===== src/hdl/pad_pkg.sv =====
/* Shared types and constants for the joypad port logic.
   Modules pull these in with a wildcard import in their header. */
`default_nettype none

package pad_pkg;

	// ==============================
	// Sizes
	// ==============================
	localparam int NUM_PADS        = 5;
	localparam int PAD_PORT_W      = 3;
	localparam int PAD_DATA_W      = 16;
	localparam int NIBBLE_W        = 4;
	localparam int MOUSE_TIMEOUT_W = 15;

	// Unused multitap port reads as all buttons released
	localparam logic [PAD_DATA_W-1:0] PAD_IDLE_DATA = 16'h0FFF;

	// Controller option bits in the host status word
	localparam int STATUS_SWAP_BIT  = 8;
	localparam int STATUS_TURBO_BIT = 9;
	localparam int STATUS_SIX_BIT   = 10;
	localparam int STATUS_MOUSE_BIT = 11;

	// ==============================
	// Types
	// ==============================
	// One joystick, active high
	typedef struct packed {
		logic [3:0] extra;    // six-button page
		logic [3:0] buttons;  // I, II, select, run
		logic       up;
		logic       down;
		logic       left;
		logic       right;
	} pad_state_t;

	// Host mouse report, flags bit 0 left, bit 1 right
	typedef struct packed {
		logic [7:0] flags;
		logic [8:0] dy;
		logic [8:0] dx;
	} mouse_report_t;

	typedef struct packed {
		logic joy_swap;
		logic turbotap;
		logic buttons6;
		logic mouse_en;
	} pad_cfg_t;

	// Console joypad control lines
	typedef struct packed {
		logic clr;
		logic sel;
	} pad_ctrl_t;

endpackage

`default_nettype wire


===== src/hdl/controller_top.sv =====
/* Controller port top level. Connects the option register, mouse
   tracker, pad multiplexer and port sequencer between host and console. */
`timescale 1ns/100ps
`default_nettype none

module controller_top
	import pad_pkg::*;
(
	input  logic                clk_sys,
	input  logic                reset,
	input  logic [31:0]         status,
	input  pad_state_t          pads [NUM_PADS],
	input  mouse_report_t       mouse,
	input  logic                mouse_strobe,
	input  pad_ctrl_t           ctrl,
	output logic [NIBBLE_W-1:0] pad_nibble
);

	pad_cfg_t              cfg;
	logic [7:0]            mouse_byte;
	logic [1:0]            pad0_buttons;
	logic [PAD_PORT_W-1:0] port;
	logic [PAD_DATA_W-1:0] pad_word;

	// ==============================
	// Options
	// ==============================
	pad_options u_options (
		.clk_sys (clk_sys),
		.reset   (reset),
		.status  (status),
		.cfg     (cfg)
	);

	// ==============================
	// Mouse on port 0
	// ==============================
	mouse_tracker u_mouse (
		.clk_sys      (clk_sys),
		.reset        (reset),
		.ctrl         (ctrl),
		.cfg          (cfg),
		.mouse        (mouse),
		.mouse_strobe (mouse_strobe),
		.pad0_buttons (pad0_buttons),
		.mouse_byte   (mouse_byte)
	);

	// ==============================
	// Pad words
	// ==============================
	pad_mux u_mux (
		.cfg          (cfg),
		.pads         (pads),
		.port         (port),
		.mouse_byte   (mouse_byte),
		.pad_word     (pad_word),
		.pad0_buttons (pad0_buttons)
	);

	// ==============================
	// Console side
	// ==============================
	pad_port_seq u_seq (
		.clk_sys    (clk_sys),
		.reset      (reset),
		.cfg        (cfg),
		.ctrl       (ctrl),
		.pad_word   (pad_word),
		.port       (port),
		.pad_nibble (pad_nibble)
	);

endmodule

`default_nettype wire


===== src/hdl/mouse_tracker.sv =====
/* Console mouse emulation on port 0. Accumulates host motion, publishes
   it at the start of each four-nibble read and resets the read on idle. */
`timescale 1ns/100ps
`default_nettype none

module mouse_tracker
	import pad_pkg::*;
(
	input  logic          clk_sys,
	input  logic          reset,
	input  pad_ctrl_t     ctrl,
	input  pad_cfg_t      cfg,
	input  mouse_report_t mouse,
	input  logic          mouse_strobe,
	input  logic [1:0]    pad0_buttons,
	output logic [7:0]    mouse_byte
);

	logic                       clr_q;
	logic                       clr_rise;
	logic [MOUSE_TIMEOUT_W-1:0] idle_cnt;
	logic [1:0]                 nib_cnt;

	// Motion gathered since the last report
	logic [7:0] acc_x;
	logic [7:0] acc_y;

	// Motion being read out by the console
	logic [7:0] rep_x;
	logic [7:0] rep_y;

	assign clr_rise = ctrl.clr & ~clr_q;

	// ==============================
	// Idle timeout
	// ==============================
	// Counts while clr stays low, saturates at all ones
	always_ff @(posedge clk_sys) begin
		if (reset) begin
			idle_cnt <= '0;
			clr_q    <= 1'b0;
		end else begin
			clr_q <= ctrl.clr;
			if (ctrl.clr) begin
				idle_cnt <= '0;
			end else if (~&idle_cnt) begin
				idle_cnt <= idle_cnt + 1'b1;
			end
		end
	end

	// ==============================
	// Nibble sequence and reports
	// ==============================
	always_ff @(posedge clk_sys) begin
		if (reset) begin
			nib_cnt <= 2'd3;
			rep_x   <= '0;
			rep_y   <= '0;
			acc_x   <= '0;
			acc_y   <= '0;
		end else begin
			if (&idle_cnt) begin
				nib_cnt <= 2'd3;
			end

			if (clr_rise) begin
				nib_cnt <= nib_cnt + 1'b1;
				// Wrap from 3 starts a new report
				if (&nib_cnt) begin
					rep_x <= acc_x;
					rep_y <= acc_y;
					acc_x <= '0;
					acc_y <= '0;
				end
			end

			// Console x runs opposite to the host
			if (mouse_strobe) begin
				acc_x <= 8'd0 - mouse.dx[7:0];
				acc_y <= mouse.dy[7:0];
			end

			if (!cfg.mouse_en) begin
				acc_x <= '0;
				acc_y <= '0;
			end
		end
	end

	// Upper nibble walks through the report, lower one has buttons
	always_comb begin
		case (nib_cnt)
			2'd0:    mouse_byte[7:4] = rep_x[7:4];
			2'd1:    mouse_byte[7:4] = rep_x[3:0];
			2'd2:    mouse_byte[7:4] = rep_y[7:4];
			default: mouse_byte[7:4] = rep_y[3:0];
		endcase
		mouse_byte[3:0] = ~{pad0_buttons, mouse.flags[0], mouse.flags[1]};
	end

endmodule

`default_nettype wire


===== src/hdl/pad_mux.sv =====
/* Joypad word builder. Converts each joystick into the console's
   active-low 16-bit pad word and picks the one for the current port. */
`timescale 1ns/100ps
`default_nettype none

module pad_mux
	import pad_pkg::*;
(
	input  pad_cfg_t                cfg,
	input  pad_state_t              pads [NUM_PADS],
	input  logic [PAD_PORT_W-1:0]   port,
	input  logic [7:0]              mouse_byte,
	output logic [PAD_DATA_W-1:0]   pad_word,
	output logic [1:0]              pad0_buttons
);

	// Pads after the optional swap of the first two
	pad_state_t            pad_eff   [NUM_PADS];
	logic [PAD_DATA_W-1:0] pad_words [NUM_PADS];

	// Active-low layout
	//   15..12 unused, 11..8 extra, 7..4 directions, 3..0 buttons
	function automatic logic [PAD_DATA_W-1:0] encode_pad(input pad_state_t p);
		return {4'h0, ~p.extra, ~p.up, ~p.right, ~p.left, ~p.down, ~p.buttons};
	endfunction

	// ==============================
	// Joystick swap
	// ==============================
	always_comb begin
		for (int i = 0; i < NUM_PADS; i++) begin
			pad_eff[i] = pads[i];
		end
		if (cfg.joy_swap) begin
			pad_eff[0] = pads[1];
			pad_eff[1] = pads[0];
		end
	end

	always_comb begin
		for (int i = 0; i < NUM_PADS; i++) begin
			pad_words[i] = encode_pad(pad_eff[i]);
		end
	end

	// Select and run of port 0 are reported through the mouse byte
	assign pad0_buttons = pad_eff[0].buttons[1:0];

	// ==============================
	// Port select
	// ==============================
	always_comb begin
		if (port == '0 && cfg.mouse_en) begin
			// Mouse answers on both pages
			pad_word = {mouse_byte, mouse_byte};
		end else if (port < NUM_PADS) begin
			pad_word = pad_words[port];
		end else begin
			pad_word = PAD_IDLE_DATA;
		end
	end

endmodule

`default_nettype wire


===== src/hdl/pad_options.sv =====
/* Controller option register. Samples the host status word each cycle
   and hands the decoded options to the pad logic. */
`timescale 1ns/100ps
`default_nettype none

module pad_options
	import pad_pkg::*;
(
	input  logic        clk_sys,
	input  logic        reset,
	input  logic [31:0] status,
	output pad_cfg_t    cfg
);

	// ==============================
	// Option decode
	// ==============================
	pad_cfg_t cfg_next;

	always_comb begin
		cfg_next.joy_swap = status[STATUS_SWAP_BIT];
		cfg_next.turbotap = status[STATUS_TURBO_BIT];
		cfg_next.buttons6 = status[STATUS_SIX_BIT];
		cfg_next.mouse_en = status[STATUS_MOUSE_BIT];
	end

	// One cycle behind the status word
	always_ff @(posedge clk_sys) begin
		if (reset) begin
			cfg <= '0;
		end else begin
			cfg <= cfg_next;
		end
	end

endmodule

`default_nettype wire


===== src/hdl/pad_port_seq.sv =====
/* Joypad port sequencer. Follows the console's select and clear lines,
   steps the multitap port, flips the six-button page, latches the nibble. */
`timescale 1ns/100ps
`default_nettype none

module pad_port_seq
	import pad_pkg::*;
(
	input  logic                  clk_sys,
	input  logic                  reset,
	input  pad_cfg_t              cfg,
	input  pad_ctrl_t             ctrl,
	input  logic [PAD_DATA_W-1:0] pad_word,
	output logic [PAD_PORT_W-1:0] port,
	output logic [NIBBLE_W-1:0]   pad_nibble
);

	pad_ctrl_t             ctrl_q;
	logic                  page;
	logic                  sel_rise;
	logic                  clr_rise;
	logic [NIBBLE_W-1:0]   nibble_next;

	assign sel_rise = ctrl.sel & ~ctrl_q.sel;
	assign clr_rise = ctrl.clr & ~ctrl_q.clr;

	// ==============================
	// Nibble select
	// ==============================
	// Page picks the low or high byte, sel picks the half
	always_comb begin
		case ({page, ctrl.sel})
			2'b00:   nibble_next = pad_word[3:0];
			2'b01:   nibble_next = pad_word[7:4];
			2'b10:   nibble_next = pad_word[11:8];
			default: nibble_next = pad_word[15:12];
		endcase
	end

	// ==============================
	// Port and page state
	// ==============================
	always_ff @(posedge clk_sys) begin
		if (reset) begin
			ctrl_q     <= '0;
			port       <= '0;
			page       <= 1'b0;
			pad_nibble <= '0;
		end else begin
			ctrl_q <= ctrl;

			if (ctrl.clr) begin
				// Clear holds the tap at port 0 and reads as zero
				port       <= '0;
				pad_nibble <= '0;
				if (clr_rise) begin
					page <= ~page & cfg.buttons6;
				end
			end else begin
				pad_nibble <= nibble_next;
				if (sel_rise && cfg.turbotap) begin
					port <= port + 1'b1;
				end
			end
		end
	end

endmodule

`default_nettype wire


===== config.mk =====
export PLATFORM = sky130hd
export DESIGN_NAME = controller_top
export DESIGN_NICKNAME = d
export VERILOG_FILES = /design/src/hdl/pad_pkg.sv /design/src/hdl/controller_top.sv /design/src/hdl/mouse_tracker.sv /design/src/hdl/pad_mux.sv /design/src/hdl/pad_options.sv /design/src/hdl/pad_port_seq.sv
export SDC_FILE = /design/constraint.sdc
export NUM_CORES = 1
export LEC_CHECK = 0
export ABC_AREA = 0
export BUFFER_PORTS_ARGS = -buffer_cell sky130_fd_sc_hd__buf_2
export CORE_MARGIN = 4
export CORE_UTILIZATION = 45
export DETAILED_ROUTE_END_ITERATION = 8
export PLACE_DENSITY_LB_ADDON = 0.3
export SYNTH_ARGS = -nofsm -noshare
export SYNTH_HDL_FRONTEND = slang
export SYNTH_SLANG_ARGS = --single-unit

===== constraint.sdc =====
create_clock -name clk_sys -period 2.32 [get_ports clk_sys]
set_clock_uncertainty 0.2 [all_clocks]
set_input_delay 0.232 -clock clk_sys [delete_from_list [all_inputs] [get_ports clk_sys]]
set_output_delay 0.232 -clock clk_sys [all_outputs]
set_load 0.005 [all_outputs]

==> out/qor.csv <==
metric;value;unit
status;complete, no violations;
ctsHtreeMaxLevel;3;
worstHoldEndpoint;u_mouse.acc_x[2]$_SDFFE_PP0P_;
drtAntennaViolNets;0;
max_cap_viol_count;0;
final-setup-viol-count;0;
crit_path_end_kind;flop;
worstMarginPinSlew;682;ps
first_iter_violations;151;
reg2reg_from;u_seq.port[0]$_SDFFE_PP0P_;
synth_seq_cells;63;
areaGrowthSynthToFinish;26.6;%
whs_path_depth;4;
p_seq_share;46.6;%
min_from;mouse[2];
synth_top_cell_by_area;dfxtp_1;
drive_gt1_share;26.7;%
ys.flop_type;dfxtp_1;
row_count;31;
reg2regPathDepth;6;
grt_overflow;0;
finalWeightedCongestion;0.877;
dp_hpwl;6210;µm
sw_frac_of_total;25.2;%
peakVddDrop;0.000239;V
ios;127;
cts_root_buffer;clkbuf_8;
hp-class;input pin to flop;
layout.nets;647;
pwr-share-comb;13.8;%
fin_crit;2130;ps
n_antenna_cell;0;
clk_latency;340;ps
rr_endpoint;u_seq.pad_nibble[3]$_SDFF_PP0_;
drcViolationCount;0;
critPathMaxFanout;13;
ys_seq_area_share;37.1;%
fin_crit_sh;91.9;%
numCtsBuffers;9;
setup_ws;189;ps
holdWs;12.1;ps
vias;3287;
wl_per_cell;13.5;µm
io_buffers;90;
yosys.cell_types.count;55;
arrival;2170;ps
clock_power_share;39.6;%
p_leak;1.74;nW
initial_core_util;46.6;%
dieWidth;94.9;µm
hold_viol_final;0;
place_area;0.00393;mm²
rsz0062_at_grt;false;
die_area;0.00900;mm²
cp.required;2350;ps
die_y;94.9;µm
cts_resized;0;
synth_top_area_share;37.1;%
power_switching;606;µW
startpoint_type;flop;
synth_cells;414;
drt_pass1_iterations;4;
p_int;1.80;mW
synth_edf_count;0;
final_util;59.0;%
synthTopCellsByArea;dfxtp_1 (37%), a21oi_1 (8.0%), nand2_1 (7.0%), mux2i_1 (4.4%), mux2_2 (4.3%);
synth_area_per_cell;8.20;µm²
slew_headroom;54.6;%
path_clk_slew;70;ps
fmax;469;MHz
yosysWarnings;0;
antenna_found_initial;0;
grt_pass1_vias;3149;
setup_tns;0;ps
maxSlewViolCount;0;
cts.sinks;63;
routed_wl;8380;µm
design_area;0.00430;mm²
syn-cell-area;0.00340;mm²
cts_tree;yes;
synth_common_cells;dfxtp_1 (63), nand2_1 (63), a21oi_1 (54);
power_density;559;mW/mm²
grt_usage;18.8;%
postSynth.asyncResetShare;0;%
syn_nets;545;
critPathKind;flop to flop;
rrSetupSlack;190;ps
routed_via_density;5.30;
clk_path_buf_depth;2;
grt_pass1_wl;13600;µm
coreArea;0.00729;mm²
pre_cts_slack;189;ps
grt_start_max_net_pins;33;
cells by family (layout without fill, tap and decap cells):
| logic type | after synthesis | in the layout | synth area share, % |
|---|---|---|---|
| and+or+nand+nor | 165 | 165 | 24.5 |
| AOI/OAI and AO/OA | 101 | 101 | 18.2 |
| DFF | 63 | 63 | 37.1 |
| buffers and inverters | 35 | 142 | 4.50 |
| muxes | 29 | 29 | 9.17 |
| xor gates and xnor gates | 13 | 13 | 3.57 |
| adders and majority gates | 8 | 8 | 2.95 |
cell usage in the layout, fill, tap and decap left out, types with 2 or more instances in the layout:
master and n:
a211oi_1 2, a21oi_1 54, a221o_1 4, a221oi_1 3
a222oi_1 2, a22oi_1 3, and2_1 2, and3_1 6
and4_1 2, buf_2 90, buf_4 11, clkbuf_8 10
clkinvlp_4 3, dfxtp_1 63, dlygate4sd3_1 17, ha_1 8
inv_1 8, mux2_2 13, mux2i_1 15, nand2_1 63
nand2b_1 6, nand3_1 6, nand3b_1 18, nand4_1 6
nor2_1 26, nor2b_1 9, nor3_1 8, nor4_1 2
o211ai_1 3, o21ai_0 16, or2_2 3, or3_1 3
xnor2_1 8, xor2_1 4
per-layer routing:
layer	up-vias	part of all wire, %	track usage (%)
li1	1668	-	-
met1	1530	45	22.7
met2	79	48	32.4
met3	10	6.5	4.94
met4	0	1.1	5.89
met5	-	0	0
power groups by stage:
stage,combinational (mW),clock [mW],sequential (mW)
6_report,0.331,0.951,1.12
3_3_place_gp,0.304,0,1.14
5_1_grt,0.367,1.02,1.12
3_5_place_dp,0.308,0,1.14
4_1_cts,0.331,0.975,1.12
2_1_floorplan,0.190,0,1.14
through the flow:
step           total power, mW  std cells
2_1_floorplan             1.33        414
3_3_place_gp              1.45        587
3_5_place_dp              1.45        587
4_1_cts                   2.43        620
5_1_grt                   2.51        620
6_report                  2.40        620
state kept, by name, indices dropped and copies added, names as in the netlist:
register          count
u_mouse.idle_cnt     15
u_mouse.acc_x         8
u_mouse.acc_y         8
u_mouse.rep_x         8
u_mouse.rep_y         8
u_options.cfg         4
u_seq.pad_nibble      4
u_seq.port            3
u_mouse.nib_cnt       2
u_mouse.clr_q         1
u_seq.ctrl_q          1
u_seq.page            1
cell type report:
cell class | count | area (µm²)
Fill cell | 707 | 2990
Multi-Input combinational cell | 316 | 1980
Sequential cell | 63 | 1260
Timing Repair Buffer | 118 | 703
Clock buffer | 11 | 141
Tap cell | 99 | 124
Clock inverter | 5 | 57.6
Inverter | 8 | 30.0
critical path, cell delays in order, from the launching register on:
cell       delay (ps)
dfxtp_1           430
buf_4             260
mux2_2            350
a221o_1           320
a21oi_2           110
nor3_1             70
a2111oi_2         280
timing repair:
| action | in CTS | in global routing |
|---|---|---|
| hold endpoints to repair | 14 | 0 |
| buffers inserted | 0 | 0 |
| hold buffers | 17 | 0 |
worst max-delay path by stage:
stage,start,endpoint,slack (ps),cells past startpoint
floorplan,u_seq.port[0]$_SDFFE_PP0P_,u_seq.pad_nibble[0]$_SDFF_PP0_,120,10
global placement,u_seq.port[0]$_SDFFE_PP0P_,u_seq.pad_nibble[3]$_SDFF_PP0_,230,6
detailed placement,u_seq.port[0]$_SDFFE_PP0P_,u_seq.pad_nibble[3]$_SDFF_PP0_,190,6
CTS,u_seq.port[0]$_SDFFE_PP0P_,u_seq.pad_nibble[3]$_SDFF_PP0_,170,6
global route,u_seq.port[0]$_SDFFE_PP0P_,u_seq.pad_nibble[3]$_SDFF_PP0_,80,6
finish,u_seq.port[0]$_SDFFE_PP0P_,u_seq.pad_nibble[3]$_SDFF_PP0_,190,6
No activity file was read; power rests on OpenSTA's default activity.
